===== config.mk =====
export PLATFORM = sky130hd
export DESIGN_NAME = dbg_mam_ahb_master
export DESIGN_NICKNAME = d
export VERILOG_FILES = /design/src/dbg_mam_pkg.sv /design/src/dbg_mam_ahb_master.sv
export SDC_FILE = /design/constraint.sdc
export NUM_CORES = 1
export LEC_CHECK = 0
export BUFFER_PORTS_ARGS = -buffer_cell sky130_fd_sc_hd__buf_2
export CAP_MARGIN = 25
export CELL_PAD_IN_SITES_DETAIL_PLACEMENT = 2
export CELL_PAD_IN_SITES_GLOBAL_PLACEMENT = 2
export CORE_UTILIZATION = 27
export DETAILED_ROUTE_END_ITERATION = 6
export PLACE_DENSITY_LB_ADDON = 0.1
export RECOVER_POWER = 100
export SYNTH_ARGS = -nofsm -noshare
export SYNTH_HDL_FRONTEND = slang
export SYNTH_SLANG_ARGS = --single-unit

===== constraint.sdc =====
create_clock -name biu_in_clk_i -period 10.7 [get_ports biu_in_clk_i]
set_input_delay 2.675 -clock biu_in_clk_i [delete_from_list [all_inputs] [get_ports biu_in_clk_i]]
set_output_delay 2.675 -clock biu_in_clk_i [all_outputs]
set_load 0.01 [all_outputs]

===== src/dbg_mam_pkg.sv =====
//////////////////////////////////////////////////////////////////////
// Single word AHB-Lite only; bursts, protection and sub-word sizes
// are not carried anywhere in the subsystem
//////////////////////////////////////////////////////////////////////

package dbg_mam_pkg;

  //////////////////////////////////////////////////////////////////////
  // Bus and memory sizes
  //////////////////////////////////////////////////////////////////////

  // Address width
  localparam int PLEN = 32;
  // Data width
  localparam int XLEN = 32;
  // RAM word index width, 256 words
  localparam int MEM_AW = 8;

  //////////////////////////////////////////////////////////////////////
  // AHB encodings
  //////////////////////////////////////////////////////////////////////

  localparam logic [1:0] HTRANS_IDLE   = 2'b00;
  localparam logic [1:0] HTRANS_NONSEQ = 2'b10;

  // 32-bit transfer size, the only one the RAM takes
  localparam logic [2:0] HSIZE_WORD = 3'b010;

  //////////////////////////////////////////////////////////////////////
  // State and opcode types
  //////////////////////////////////////////////////////////////////////

  // Arbiter owner of the memory port
  typedef enum logic [1:0] {
    ARB_IDLE       = 2'd0,
    ARB_ACCESS_MAM = 2'd1,
    ARB_ACCESS_CPU = 2'd2
  } arb_state_e;

  // Debug command opcodes
  typedef enum logic {
    MAM_OP_READ  = 1'b0,
    MAM_OP_WRITE = 1'b1
  } mam_op_e;

  // MAM bus engine sequence
  typedef enum logic [2:0] {
    MAM_IDLE    = 3'd0,
    MAM_LOCK    = 3'd1,
    MAM_ADDR    = 3'd2,
    MAM_DATA    = 3'd3,
    MAM_RELEASE = 3'd4
  } mam_state_e;

endpackage


===== src/dbg_mam_ahb_master.sv =====
//////////////////////////////////////////////////////////////////////
// One locked single-word transfer per command; mam_req_i is only
// taken while mam_busy_o is low
//////////////////////////////////////////////////////////////////////
`timescale 1ns/10ps

module dbg_mam_ahb_master (
  input  logic                          biu_in_clk_i,
  input  logic                          biu_in_rst_i,

  // Debug command port
  input  logic                          mam_req_i,
  input  dbg_mam_pkg::mam_op_e          mam_op_i,
  input  logic [dbg_mam_pkg::PLEN-1:0]  mam_addr_i,
  input  logic [dbg_mam_pkg::XLEN-1:0]  mam_wdata_i,
  output logic                          mam_busy_o,
  output logic                          mam_done_o,
  output logic [dbg_mam_pkg::XLEN-1:0]  mam_rdata_o,
  output logic                          mam_err_o,

  // AHB master side
  output logic                          biu_mam_hsel_o,
  output logic [dbg_mam_pkg::PLEN-1:0]  biu_mam_haddr_o,
  output logic [dbg_mam_pkg::XLEN-1:0]  biu_mam_hwdata_o,
  output logic                          biu_mam_hwrite_o,
  output logic [2:0]                    biu_mam_hsize_o,
  output logic [1:0]                    biu_mam_htrans_o,
  output logic                          biu_mam_hmastlock_o,
  input  logic [dbg_mam_pkg::XLEN-1:0]  biu_mam_hrdata_i,
  input  logic                          biu_mam_hready_i,
  input  logic                          biu_mam_hresp_i
);

  dbg_mam_pkg::mam_state_e state_q;

  // Grant wait count, two cycles in MAM_LOCK
  logic wait_q;
  logic err_q;

  // Captured command
  dbg_mam_pkg::mam_op_e            op_q;
  logic [dbg_mam_pkg::PLEN-1:0]    addr_q;
  logic [dbg_mam_pkg::XLEN-1:0]    wdata_q;
  logic [dbg_mam_pkg::XLEN-1:0]    rdata_q;

  always_ff @(posedge biu_in_clk_i) begin
    if (biu_in_rst_i) begin
      state_q <= dbg_mam_pkg::MAM_IDLE;
      wait_q  <= 1'b0;
      err_q   <= 1'b0;
    end else begin
      case (state_q)
        dbg_mam_pkg::MAM_IDLE: begin
          if (mam_req_i) begin
            state_q <= dbg_mam_pkg::MAM_LOCK;
            wait_q  <= 1'b0;
            err_q   <= 1'b0;
          end
        end
        dbg_mam_pkg::MAM_LOCK: begin
          // Arbiter needs two edges before the grant reaches the RAM
          wait_q <= 1'b1;
          if (wait_q) begin
            state_q <= dbg_mam_pkg::MAM_ADDR;
          end
        end
        dbg_mam_pkg::MAM_ADDR: begin
          // Held here while the CPU still owns the bus
          if (biu_mam_hready_i) begin
            state_q <= dbg_mam_pkg::MAM_DATA;
          end
        end
        dbg_mam_pkg::MAM_DATA: begin
          if (biu_mam_hready_i) begin
            err_q   <= biu_mam_hresp_i;
            state_q <= dbg_mam_pkg::MAM_RELEASE;
          end
        end
        default: state_q <= dbg_mam_pkg::MAM_IDLE;
      endcase
    end
  end

  // Command and read data capture
  always_ff @(posedge biu_in_clk_i) begin
    if (state_q == dbg_mam_pkg::MAM_IDLE && mam_req_i) begin
      op_q    <= mam_op_i;
      addr_q  <= mam_addr_i;
      wdata_q <= mam_wdata_i;
    end
    if (state_q == dbg_mam_pkg::MAM_DATA && biu_mam_hready_i) begin
      rdata_q <= biu_mam_hrdata_i;
    end
  end

  //////////////////////////////////////////////////////////////////////
  // Bus and command outputs
  //////////////////////////////////////////////////////////////////////

  assign biu_mam_hsel_o      = (state_q == dbg_mam_pkg::MAM_ADDR);
  assign biu_mam_htrans_o    = biu_mam_hsel_o ? dbg_mam_pkg::HTRANS_NONSEQ
                                              : dbg_mam_pkg::HTRANS_IDLE;
  assign biu_mam_haddr_o     = addr_q;
  assign biu_mam_hwrite_o    = (op_q == dbg_mam_pkg::MAM_OP_WRITE);
  assign biu_mam_hsize_o     = dbg_mam_pkg::HSIZE_WORD;
  // write data only in the data phase
  assign biu_mam_hwdata_o    = (state_q == dbg_mam_pkg::MAM_DATA) ? wdata_q : '0;
  assign biu_mam_hmastlock_o = (state_q == dbg_mam_pkg::MAM_LOCK) ||
                               (state_q == dbg_mam_pkg::MAM_ADDR) ||
                               (state_q == dbg_mam_pkg::MAM_DATA);

  assign mam_busy_o  = (state_q != dbg_mam_pkg::MAM_IDLE);
  // Done pulse comes one cycle after the data end, with the lock down
  assign mam_done_o  = (state_q == dbg_mam_pkg::MAM_RELEASE);
  assign mam_rdata_o = rdata_q;
  assign mam_err_o   = err_q;

endmodule


# Word level (Yosys, flattened, before mapping)
# Index checks and enable logic that the tools add are counted.
[totals]
ff_bits = 102
input_bits = 102
elab_cells = 37
[op_classes]
reduce_logical = 11
n_eq_ne = 8
muxes = 11
[op_table]
columns = ["cell", "count"]
rows = [
  ["32-bit 2-to-1 mux", 1],
  ["3-bit 2-to-1 mux", 4],
  ["3-bit one-hot mux with 4 select lines", 1],
  ["3-bit by 2-bit == test with 1-bit output, second input constant", 2],
  ["2-bit != test, second input constant", 3],
  ["1-bit one-hot mux with 2 select lines", 2],
  ["4-bit AND reduction", 1],
  ["2-bit nonzero test", 2],
  ["3-bit by 1-bit == test with 1-bit output, second input constant", 1],
  ["3-bit == test, second input constant", 1],
  ["3-bit logical NOT", 1],
  ["3-bit AND reduction", 1],
  ["3-bit nonzero test", 1],
  ["1-bit logical AND", 2],
  ["1-bit logical OR", 2],
  ["1-bit 2-to-1 mux", 2],
  ["2-bit 2-to-1 mux", 1],
  ["2-bit by 1-bit != test with 1-bit output, second input constant", 1],
  ["2-bit AND reduction", 1],
]

# Depth between registers and ports, before layout
[depth]
ltp_word = 3
depth_mapped = 5

# Least setup slack after synthesis
# OpenSTA, ideal clock, no wires.
[synth_timing]
path_kind = "in2reg"
startpoint = "input mam_req_i"
endpoint = "register addr_q (netlist bit biu_mam_haddr_o[0]) (enable)"
t_required_ns = 10.025
stages = 1
arrival_time_ns = 9.340
n_path_buf = 0
setup_ns = 0.675
slack_ns = 0.685
path_cell_list = "nor4b_1"
[synth_via]
elab_chain_len = 1
[synth_rtl]
columns = ["item", "line_no", "source"]
rows = [
  ["start: declaration", "dbg_mam_ahb_master.sv:12", "input logic mam_req_i,"],
  ["1-bit logical AND", "dbg_mam_ahb_master.sv:86", "if (state_q == dbg_mam_pkg::MAM_IDLE && mam_req_i) begin"],
  ["end signal: assignment", "dbg_mam_ahb_master.sv:88", "addr_q <= mam_addr_i;"],
  ["end: declaration", "dbg_mam_ahb_master.sv:42", "logic [dbg_mam_pkg::PLEN-1:0] addr_q;"],
]
# Every way passes these cells.
# A chain may end at the register's enable or synchronous reset.

# Worst setup path after layout
[layout_timing]
startpoint = "input mam_req_i"
endpoint = "register addr_q (netlist bit biu_mam_haddr_o[23]) (enable)"
# The elaborated chain is that of the path after synthesis.

==> run metrics <==
grt ovf=0; TritonCTS Sinks=102; Max Clk Rate=175.0 MHz; initial antenna violation count=2; FF/Latch Area=3013 um^2; Worst setup SP type=input port; Post-Route Setup TNS=0 ns; number of CTS-inserted buffers=9; Initial Util=27.63%; hold path cells=3; routed len/inst=16.03 um; gp weighted congestion=0.6905; drt drc=0; Slew headroom=-133.8%; Yosys reg bits=102; post-CTS sizing=0; post-route clock period utilization=53.40%; Final setup viols=0; Yosys cell types=26; Routed Antenna Nets=0; CP Data Arrival Time=5.59 ns; RSZ-0062 raised after global routing=false; Final Skew=0.009473 ns; Port Buffer Count=204; FILL cells=1,343; commonest non-fill, non-tap cells in the layout=115 x buf_2, 97 x edfxtp_1, 92 x clkbuf_1, 16 x and2_0, 14 x and2_1; drt pass-1 iters=4; die height=115.4 um; Worst Path Required=10.58 ns; Clock transition at path regs=0.07 ns; postcts setup bufs=0; gr usage total=13.57%; crit path max fanout=66; Ports=209; clock latency on the worst-skew pair=0.34 ns; Cell Area, Synth=3472 um^2; Final nets=484; internal reg-to-reg setup slack=6.97 ns; top_reg_cell synth=edfxtp_1; Core Rows=41; worst reg2reg startpoint=state_q[1]; violated checks=capacitance limit, slew limit; layout cells sized above 1=34.88%; first-pass GRT wire length=12,790 um; vias in the first global route=2,340; YS warnings=0; Post-synth EDFFs=97; post-synthesis cell count=174; Power Dens Cells=175.4 nW/um^2; Crit Reg-Reg Endpoint=biu_mam_haddr_o[23]; multi-input logic area=367.9 um^2; hold endpoint=mam_err_o; CTS Hold Bufs=0; kind of critical path=input port to flip-flop; Die X=115.4 um; CTS tree=yes; ANT cells=0; hold path start=mam_err_o; share of the yosys chip area belonging to registers=86.77%; R2R depth=2; Clock Path Buffers=2; Async SR Flop Fraction=0%; CTS H-tree depth=3; vias post-DR=2,263; Hold Path Class=flip-flop to flip-flop; max-slew violations=100; final hold violation count=0; Starting DRT DRC Count=106; commonest non-fill, non-tap cell in the layout=buf_2; DP Wirelength=6856 um; element type at the critical path end=flip-flop; Synth-to-Final Area Change=38.88%; synthesized area per cell=19.95 um^2; status=finished with violations; worst hold margin=0.5558 ns; largest net degree at the start of global routing=67; P_leak=1.840 nW; Final min period=5.714 ns; die area=13,320 um^2; Slew @ Worst Pin=3.507 ns; launch point of the worst path=mam_req_i; Core ar.=12,570 um^2; IR drop worst, VDD=97.51 uV; routed wire length=8959 um; Vias/cell=4.048; Max Cap Viol=2; clock root cell=clkbuf_16
-- cells by family (layout without fill, tap and decap cells) --
group | after synthesis | after routing | share of synthesized area, %
xor gates and xnor gates | 1 | 1 | 0.2523
and+or+nand+nor | 48 | 48 | 8.397
buffers and inverters | 14 | 225 | 2.739
AOI/OAI and AO/OA | 7 | 7 | 1.622
other | 2 | 4 | 0.2163
DFF | 102 | 102 | 86.77
-- critical path, cell delays in order --
cell	delay, ns
clkbuf_1	0.13
nor4b_1	0.24
clkbuf_1	2.49
-- state kept, by name (all words and copies together) (netlist names) --
register,count
biu_mam_hwrite_o,1
state_q,3
biu_mam_haddr_o,32
wdata_q,32
mam_rdata_o,32
mam_err_o,1
wait_q,1
-- power breakdown --
part	leakage [nW]	internal, W	total, W	switching (W)
registers	0.947	0.000464	0.000470	0.00000649
logic	0.755	0.0000206	0.0000505	0.0000299
clock network	0.137	0.000182	0.000325	0.000143
total	1.84	0.000666	0.000846	0.000180
-- per-stage QoR --
step | setup WS, ns | power [W] | utilization (%) | std cells | area, um^2
floorplan | 0.6851 | 0.0005022 | - | 176 | 3480
global placement | 6.223 | 0.0005301 | 36.99 | 542 | 4649
detailed placement | 6.173 | 0.0005330 | 36.99 | 542 | 4649
CTS | 5.794 | 0.0008629 | 39.36 | 558 | 4947
global route | 4.667 | 0.0008806 | 38.37 | 559 | 4822
finish | 4.986 | 0.0008457 | 38.37 | 559 | 4822
-- worst max path at each step --
stage | end | slack [ns] | cells after the start
6_report | biu_mam_haddr_o[23] | 4.99 | 3
5_1_grt | biu_mam_haddr_o[12] | 4.67 | 3
4_1_cts | biu_mam_hwdata_o[31] | 5.79 | 3
3_5_place_dp | biu_mam_hwdata_o[31] | 6.17 | 3
3_3_place_gp | biu_mam_hwdata_o[31] | 6.22 | 3
2_1_floorplan | biu_mam_haddr_o[0] | 0.69 | 1
-- synth_stat cells, types with 2 or more instances --
master | number | area (um^2)
edfxtp_1 | 97 | 2913
and2_1 | 30 | 187.7
buf_4 | 5 | 37.54
dfxtp_1 | 5 | 100.1
nor2_1 | 5 | 18.77
and2_2 | 3 | 22.52
buf_6 | 3 | 33.78
clkbuf_1 | 3 | 11.26
nand2_1 | 3 | 11.26
a21oi_1 | 2 | 10.01
conb_1 | 2 | 7.510
inv_1 | 2 | 7.510
-- final cells by class --
type | count | area share, %
sequential | 102 | 62.48
timing repair buffer | 207 | 19.10
multi-input combinational | 60 | 7.628
clock buffer | 9 | 4.670
tap | 172 | 4.463
clock inverter | 7 | 1.505
inverter | 2 | 0.1557
-- metal layers --
| metal | wire, um | global-route usage, % | vias up |
|---|---|---|---|
| met1 | 3243 | 13.96 | 1094 |
| met4 | 163 | 7.273 | 0 |
| met3 | 906 | 5.799 | 9 |
| met2 | 4646 | 23.35 | 117 |
| met5 | 0 | 0 | - |
| li1 | - | - | 1043 |
Power figures use the tool's default switching activity.
