**src/dbg_mam_pkg.sv**
```systemverilog
//////////////////////////////////////////////////////////////////////
// Single word AHB-Lite only; bursts, protection and sub-word sizes
// are not carried anywhere in the subsystem
//////////////////////////////////////////////////////////////////////

package dbg_mam_pkg;

  //////////////////////////////////////////////////////////////////////
  // Bus and memory sizes
  //////////////////////////////////////////////////////////////////////

  // Address width
  localparam int PLEN = 32;
  // Data width
  localparam int XLEN = 32;
  // RAM word index width, 256 words
  localparam int MEM_AW = 8;

  //////////////////////////////////////////////////////////////////////
  // AHB encodings
  //////////////////////////////////////////////////////////////////////

  localparam logic [1:0] HTRANS_IDLE   = 2'b00;
  localparam logic [1:0] HTRANS_NONSEQ = 2'b10;

  // 32-bit transfer size, the only one the RAM takes
  localparam logic [2:0] HSIZE_WORD = 3'b010;

  //////////////////////////////////////////////////////////////////////
  // State and opcode types
  //////////////////////////////////////////////////////////////////////

  // Arbiter owner of the memory port
  typedef enum logic [1:0] {
    ARB_IDLE       = 2'd0,
    ARB_ACCESS_MAM = 2'd1,
    ARB_ACCESS_CPU = 2'd2
  } arb_state_e;

  // Debug command opcodes
  typedef enum logic {
    MAM_OP_READ  = 1'b0,
    MAM_OP_WRITE = 1'b1
  } mam_op_e;

  // MAM bus engine sequence
  typedef enum logic [2:0] {
    MAM_IDLE    = 3'd0,
    MAM_LOCK    = 3'd1,
    MAM_ADDR    = 3'd2,
    MAM_DATA    = 3'd3,
    MAM_RELEASE = 3'd4
  } mam_state_e;

endpackage

```
**src/dbg_mam_ahb_arbiter.sv**
```systemverilog
//////////////////////////////////////////////////////////////////////
// Masters must hold hmastlock around their transfers; the grant takes
// two cycles from idle and a locked CPU is never preempted
//////////////////////////////////////////////////////////////////////
`timescale 1ns/10ps

module dbg_mam_ahb_arbiter (
  input  logic                          biu_in_clk_i,
  input  logic                          biu_in_rst_i,

  // CPU master side
  input  logic                          biu_in_hsel_i,
  input  logic [dbg_mam_pkg::PLEN-1:0]  biu_in_haddr_i,
  input  logic [dbg_mam_pkg::XLEN-1:0]  biu_in_hwdata_i,
  input  logic                          biu_in_hwrite_i,
  input  logic [2:0]                    biu_in_hsize_i,
  input  logic [1:0]                    biu_in_htrans_i,
  input  logic                          biu_in_hmastlock_i,
  output logic [dbg_mam_pkg::XLEN-1:0]  biu_in_hrdata_o,
  output logic                          biu_in_hready_o,
  output logic                          biu_in_hresp_o,

  // MAM master side
  input  logic                          biu_mam_hsel_i,
  input  logic [dbg_mam_pkg::PLEN-1:0]  biu_mam_haddr_i,
  input  logic [dbg_mam_pkg::XLEN-1:0]  biu_mam_hwdata_i,
  input  logic                          biu_mam_hwrite_i,
  input  logic [2:0]                    biu_mam_hsize_i,
  input  logic [1:0]                    biu_mam_htrans_i,
  input  logic                          biu_mam_hmastlock_i,
  output logic [dbg_mam_pkg::XLEN-1:0]  biu_mam_hrdata_o,
  output logic                          biu_mam_hready_o,
  output logic                          biu_mam_hresp_o,

  // Memory side
  output logic                          biu_out_hsel_o,
  output logic [dbg_mam_pkg::PLEN-1:0]  biu_out_haddr_o,
  output logic [dbg_mam_pkg::XLEN-1:0]  biu_out_hwdata_o,
  output logic                          biu_out_hwrite_o,
  output logic [2:0]                    biu_out_hsize_o,
  output logic [1:0]                    biu_out_htrans_o,
  output logic                          biu_out_hmastlock_o,
  input  logic [dbg_mam_pkg::XLEN-1:0]  biu_out_hrdata_i,
  input  logic                          biu_out_hready_i,
  input  logic                          biu_out_hresp_i
);

  dbg_mam_pkg::arb_state_e state_q;
  dbg_mam_pkg::arb_state_e state_d;

  // Registered grant, 1 selects the CPU
  logic access_cpu;

  //////////////////////////////////////////////////////////////////////
  // Arbitration FSM
  //////////////////////////////////////////////////////////////////////

  always_ff @(posedge biu_in_clk_i) begin
    if (biu_in_rst_i) begin
      state_q    <= dbg_mam_pkg::ARB_IDLE;
      access_cpu <= 1'b0;
    end else begin
      state_q <= state_d;
      // Grant follows the state one cycle later, holds its value in idle
      if (state_q == dbg_mam_pkg::ARB_ACCESS_CPU) begin
        access_cpu <= 1'b1;
      end else if (state_q == dbg_mam_pkg::ARB_ACCESS_MAM) begin
        access_cpu <= 1'b0;
      end
    end
  end

  always_comb begin
    state_d = dbg_mam_pkg::ARB_IDLE;
    case (state_q)
      dbg_mam_pkg::ARB_IDLE: begin
        // Debug side wins when both lock together
        if (biu_mam_hmastlock_i) begin
          state_d = dbg_mam_pkg::ARB_ACCESS_MAM;
        end else if (biu_in_hmastlock_i) begin
          state_d = dbg_mam_pkg::ARB_ACCESS_CPU;
        end
      end
      dbg_mam_pkg::ARB_ACCESS_MAM: begin
        if (biu_mam_hmastlock_i) begin
          state_d = dbg_mam_pkg::ARB_ACCESS_MAM;
        end
      end
      dbg_mam_pkg::ARB_ACCESS_CPU: begin
        // Locked CPU runs to the end, then MAM may follow directly
        if (biu_in_hmastlock_i) begin
          state_d = dbg_mam_pkg::ARB_ACCESS_CPU;
        end else if (biu_mam_hmastlock_i) begin
          state_d = dbg_mam_pkg::ARB_ACCESS_MAM;
        end
      end
      default: state_d = dbg_mam_pkg::ARB_IDLE;
    endcase
  end

  //////////////////////////////////////////////////////////////////////
  // Request mux to the memory
  //////////////////////////////////////////////////////////////////////

  assign biu_out_hsel_o      = access_cpu ? biu_in_hsel_i      : biu_mam_hsel_i;
  assign biu_out_haddr_o     = access_cpu ? biu_in_haddr_i     : biu_mam_haddr_i;
  assign biu_out_hwdata_o    = access_cpu ? biu_in_hwdata_i    : biu_mam_hwdata_i;
  assign biu_out_hwrite_o    = access_cpu ? biu_in_hwrite_i    : biu_mam_hwrite_i;
  assign biu_out_hsize_o     = access_cpu ? biu_in_hsize_i     : biu_mam_hsize_i;
  assign biu_out_htrans_o    = access_cpu ? biu_in_htrans_i    : biu_mam_htrans_i;
  assign biu_out_hmastlock_o = access_cpu ? biu_in_hmastlock_i : biu_mam_hmastlock_i;

  //////////////////////////////////////////////////////////////////////
  // Response steering
  //////////////////////////////////////////////////////////////////////

  // Side without the grant sees a stalled, quiet bus
  assign biu_in_hrdata_o  = access_cpu ? biu_out_hrdata_i : '0;
  assign biu_in_hready_o  = access_cpu & biu_out_hready_i;
  assign biu_in_hresp_o   = access_cpu & biu_out_hresp_i;

  assign biu_mam_hrdata_o = access_cpu ? '0 : biu_out_hrdata_i;
  assign biu_mam_hready_o = ~access_cpu & biu_out_hready_i;
  assign biu_mam_hresp_o  = ~access_cpu & biu_out_hresp_i;

endmodule

```
**config.mk**
```make
export PLATFORM = sky130hd
export DESIGN_NAME = dbg_mam_ahb_arbiter
export DESIGN_NICKNAME = d
export VERILOG_FILES = /design/src/dbg_mam_pkg.sv /design/src/dbg_mam_ahb_arbiter.sv
export SDC_FILE = /design/constraint.sdc
export NUM_CORES = 1
export LEC_CHECK = 0
export BUFFER_PORTS_ARGS = -buffer_cell sky130_fd_sc_hd__buf_4
export CAP_MARGIN = 15
export CORE_AREA = 3 3 124 126
export DETAILED_ROUTE_END_ITERATION = 6
export DIE_AREA = 0 0 127 129
export SETUP_SLACK_MARGIN = 0.3
export SYNTH_ARGS = -nofsm -noshare
export SYNTH_HDL_FRONTEND = slang
export SYNTH_SLANG_ARGS = --single-unit
```
**constraint.sdc**
```tcl
create_clock -name biu_in_clk_i -period 1.1 [get_ports biu_in_clk_i]
set_input_delay 0.165 -clock biu_in_clk_i [delete_from_list [all_inputs] [get_ports biu_in_clk_i]]
set_output_delay 0.165 -clock biu_in_clk_i [all_outputs]
set_load 0.03 [all_outputs]
```
-- Word level (Yosys, flattened, before mapping)
Index checks and enable logic that the tools add are counted.
- equality and inequality tests: 2
- multiplexer cells: 16
- bitwise logic cells: 5
- reduce and logical (&&, ||, !) cells: 2
- operators by type and width (cell ; count):
    32-bit 2-to-1 mux ; 4
    2-bit 2-to-1 mux ; 4
    1-bit 2-to-1 mux ; 6
    2-bit case mux with 3 select lines ; 1
    1-bit AND ; 4
    3-bit 2-to-1 mux ; 1
    2-bit by 1-bit == test with 1-bit output, second input constant ; 1
    2-bit == test, second input constant ; 1
    2-bit logical NOT ; 1
    2-bit nonzero test ; 1
    1-bit NOT ; 1
- flip-flop bits (word level): 3
- bits of input ports: 180
- output and inout bits: 140
- word-level logic and storage cells: 27

-- Logic depth before layout (Yosys ltp)
- depth in word-level cells: 3
- gate-level depth with buffers: 5
- depth with buffers taken out: 4

-- Worst setup path before layout
Ideal clock, no wire load.
- path kind: reg-to-output
- start point: register access_cpu
- end point: output biu_mam_hrdata_o[10] (netlist bit)
- data arrival time: 1.136 ns
- required time: 0.935 ns
- path slack: -0.201 ns
- stages on the path, launching flop included: 5
- buffers on the path: 3
- cells stage by stage: dfxtp_1 > buf_6 > buf_6 > buf_2 > nor2b_1
- word-level cells in the longest chain between the ends: 1
- RTL lines (what ; line ; text):
    from (decl) ; dbg_mam_ahb_arbiter.sv:52 ; logic access_cpu;
    from (signal assigned) ; dbg_mam_ahb_arbiter.sv:61 ; access_cpu <= 1'b0;
    from (signal assigned) ; dbg_mam_ahb_arbiter.sv:66 ; access_cpu <= 1'b1;
    from (signal assigned) ; dbg_mam_ahb_arbiter.sv:68 ; access_cpu <= 1'b0;
    32-bit 2-to-1 mux ; dbg_mam_ahb_arbiter.sv:122 ; assign biu_mam_hrdata_o = access_cpu ? '0 : biu_out_hrdata_i;
    to (decl) ; dbg_mam_ahb_arbiter.sv:31 ; output logic [dbg_mam_pkg::XLEN-1:0] biu_mam_hrdata_o,
Every way passes these cells.

-- Worst setup path in the final report
- start point: register access_cpu
- end point: output biu_out_haddr_o[3] (netlist bit)
- word-level cells in the longest chain between the ends: 1
- RTL lines (what ; line ; text):
    32-bit 2-to-1 mux ; dbg_mam_ahb_arbiter.sv:106 ; assign biu_out_haddr_o = access_cpu ? biu_in_haddr_i : biu_mam_haddr_i;
    to (decl) ; dbg_mam_ahb_arbiter.sv:37 ; output logic [dbg_mam_pkg::PLEN-1:0] biu_out_haddr_o,
Every way passes these cells.

==> metrics.md <==
| Metric | Value |
|---|---|
| Status | `finished with violations` |
| Failing checks | `setup timing` |
| Root Driver | `sky130_fd_sc_hd__clkbuf_16` |
| Setup ws final | `-0.467 ns` |
| PwrDens | `between 500 and 600 nW/um^2` |
| Initial Util | `0.113` |
| Area of the multi-input gates | `1910 um^2` |
| Antenna diodes | `0` |
| Die Width | `~130 um` |
| Minimum setup slack after placement | `-0.304 ns` |
| Fraction of the cycle the final worst path needs | `1.42` |
| Kind of critical path | `reg -> out` |
| Final standard cell area without fillers | `5570 um^2` |
| Final Max Tran Viols | `0` |
| WL final | `10,400 um` |
| Seq. cell area | `71.3 um^2` |
| Layout Nets | `691` |
| Share of synthesized area occupied by flip-flops and latches | `0.0369` |
| Average size of a mapped cell | `9.46 um^2` |
| Layout filler cell count | `around 1,400` |
| Yosys top cell by area | `sky130_fd_sc_hd__mux2_2` |
| Shortest clock period the worst path allows after layout | `1.57 ns` |
| Number of global-route vias before repair | `2,572` |
| Count of distinct cell types in the synthesized netlist | `15` |
| Post-synth top cells | `sky130_fd_sc_hd__mux2_2, sky130_fd_sc_hd__and2_1, sky130_fd_sc_hd__nor2b_1, sky130_fd_sc_hd__mux2_4, sky130_fd_sc_hd__buf_2` |
| Cells along the critical path | `buf_6 -> clkbuf_16 -> mux2_4 -> buf_6` |
| Growth of design area from synthesis to finish | `242%` |
| Setup-violating endpoint count in the final report | `140` |
| Level count of the clock H-tree | `1` |
| Number of buffers added on ports | `319` |
| Total met2 wirelength after detailed routing | `5870 um` |
| Max clock buf depth | `2` |
| All-Layer GR Usage | `0.100` |
| Full die area | `roughly 16,000 um^2` |
| TritonCTS clock tree | `built` |
| Layout cell share with drive strength beyond 1 | `0.980` |
| Commonest register cell after synthesis | `sky130_fd_sc_hd__dfxtp_1` |
| Top cell by count, worst path | `sky130_fd_sc_hd__buf_6` |
| Antenna Nets Post-Route | `0` |
| Delay of the slowest critical-path stage | `0.43 ns` |
| Pin count of the biggest net entering global routing | `30` |
| Count of clock tree sinks | `3` |
| Summed negative setup slack over all endpoints | `-51.18 ns` |
| Iteration-0 DRC count of the detailed router | `41` |
| Static Leak | `2.89 nW` |
| Total via count after detailed routing | `2,599` |
| Layout Skew | `0.0000158 ns` |
| Final routed DRC violation total | `0` |
| Worst Path Required | `between 0.9 and 1 ns` |
| Post-DP Area | `4710 um^2` |
| Routed via count divided by cell count | `between 3 and 4` |
| Fin util | `0.386` |
| Async S/R FF share, synth | `0` |
| Core area | `about 14,000 um^2` |
| Post-Route M1 WL | `3530 um` |
| Hold-fix buffers, CTS | `0` |
| Overflow left after global routing | `0` |
| Cell types with the largest area share after synthesis | `sky130_fd_sc_hd__mux2_2, sky130_fd_sc_hd__mux2_4, sky130_fd_sc_hd__and2_1, sky130_fd_sc_hd__nor2b_1, sky130_fd_sc_hd__dfxtp_1` |
| Chip height | `between 100 and 150 um` |
| Tightest slew margin relative to the limit | `0.890` |
| Syn Nets | `356` |
| Number of standard-cell rows in the floorplan | `44` |
| Count of synthesis-stage warnings from yosys | `0` |
| Sum of net half-perimeters after detailed placement | `8420 um` |
| Master of the slowest instance on the critical path | `sky130_fd_sc_hd__dfxtp_4` |
| Top Ports | `320` |
| Area of the mapped netlist | `1630 um^2` |
| Maximum achievable frequency | `0.638 GHz` |
| Kind of end point of the critical path | `primary output` |
| RSZ-0062 raised after global routing | `yes` |
| Number of synthesized register bits | `3` |
| Wire length on met3 | `919 um` |
| CP Data Arrival Time | `1.40 ns` |
| Wire length per cell | `15.1 um` |
| Kind of start point of the critical path | `flip-flop` |
| Actual transition at the worst max-transition pin | `0.164 ns` |
| Clk pin slew, worst setup/hold paths | `0.03 ns` |
| Number of buffers added by the clock tree synthesis step | `3` |
| Worst skew pair latency | `~0.22 ns` |
| Dominant cell by count in the synthesized netlist | `sky130_fd_sc_hd__mux2_2` |
| Classification of the worst-slack hold path | `in -> reg` |
| Number of flops mapped to enable cells by yosys | `0` |
| Area share of the largest cell type after synthesis | `0.291` |
| Top layer used by detailed routing | `met4` |
| Final weighted congestion of routability-driven global placement | `between 0.8 and 0.9` |
| Hold violation total from the final report | `0` |
| Overall power consumption | `2.94 mW` |
| First-pass GRT wire length | `13,500 um` |
| Initial DRT Pass Iterations | `4` |
| Crit Path Max Fanout | `7` |
| Mapped Cells | `around 170` |
| Total of max-cap violations | `0` |
| Antenna violations before repair | `0` |
| Max IR drop VDD | `0.000380 V` |
[metal layers]
layer	up-vias	global-route usage
li1	1252	-
met3	8	0.0195
met4	0	0.0151
met5	-	0
met2	149	0.197
met1	1190	0.113
[repair_timing]
item | 4_1_cts | 5_1_grt
cloned | 1 | 5
buffers inserted | 4 | 5
pin swaps | 0 | 2
gates resized for setup | 55 | 100
setup endpoints to repair | 143 | 143
[critical path, delay by kind of cell, from the launching register on]
kind / cells / cell delay, ns
buffers and inverters: 3 / 0.44
multiplexers: 1 / 0.30
flip-flops: 1 / 0.43
[per-stage QoR]
step | hold WS, ns | std cells
floorplan | 0.230 | 172
global placement | 0.338 | 671
detailed placement | 0.339 | 671
CTS | 0.109 | 680
global route | 0.117 | 690
finish | 0.115 | 690
[layout make-up]
class,count,share of cell area
multi-input combinational,151,0.343
timing repair buffer,346,0.586
tap,184,0.0413
inverter,2,0.00224
clock buffer,4,0.0141
sequential,3,0.0128
[sequential cells by signal, indices dropped and copies added, names as in the netlist]
register    cells
state_q         2
access_cpu      1
[kinds of logic after synthesis]
group,Yosys count,share of synthesized area
buffers and inverters,18,0.0699
AOI/OAI and AO/OA,2,0.0123
DFF,3,0.0369
muxes,73,0.573
and+or+nand+nor,72,0.277
adders and majority gates,4,0.0307
[final timing paths]
check	from	slack (ns)	depth (start not counted)	endpoint
setup / recovery	access_cpu$_SDFFE_PP0P_	-0.47	4	biu_out_haddr_o[3]
hold / removal	biu_in_rst_i	0.11	2	access_cpu$_SDFFE_PP0P_
setup reg to reg	state_q[0]$_SDFF_PP0_	0.03	4	state_q[0]$_SDFF_PP0_
hold reg to reg	state_q[1]$_SDFF_PP0_	0.67	3	access_cpu$_SDFFE_PP0P_
[layout by cell type (no fill, tap or decap), drive strengths merged]
cell,n
ha,4
o311a,1
buf,342
dfxtp,3
mux2,72
nor2b,32
mux2i,1
and2,34
clkbuf,8
and2b,4
inv,2
nor2,2
o211a,1
[power breakdown]
part,internal (mW),switching (mW),total [mW]
Combinational,1.27,0.974,2.24
Clock,0.478,0.0953,0.573
Sequential,0.112,0.0104,0.122
Total,1.86,1.08,2.94
Power figures use the tool's default switching activity.
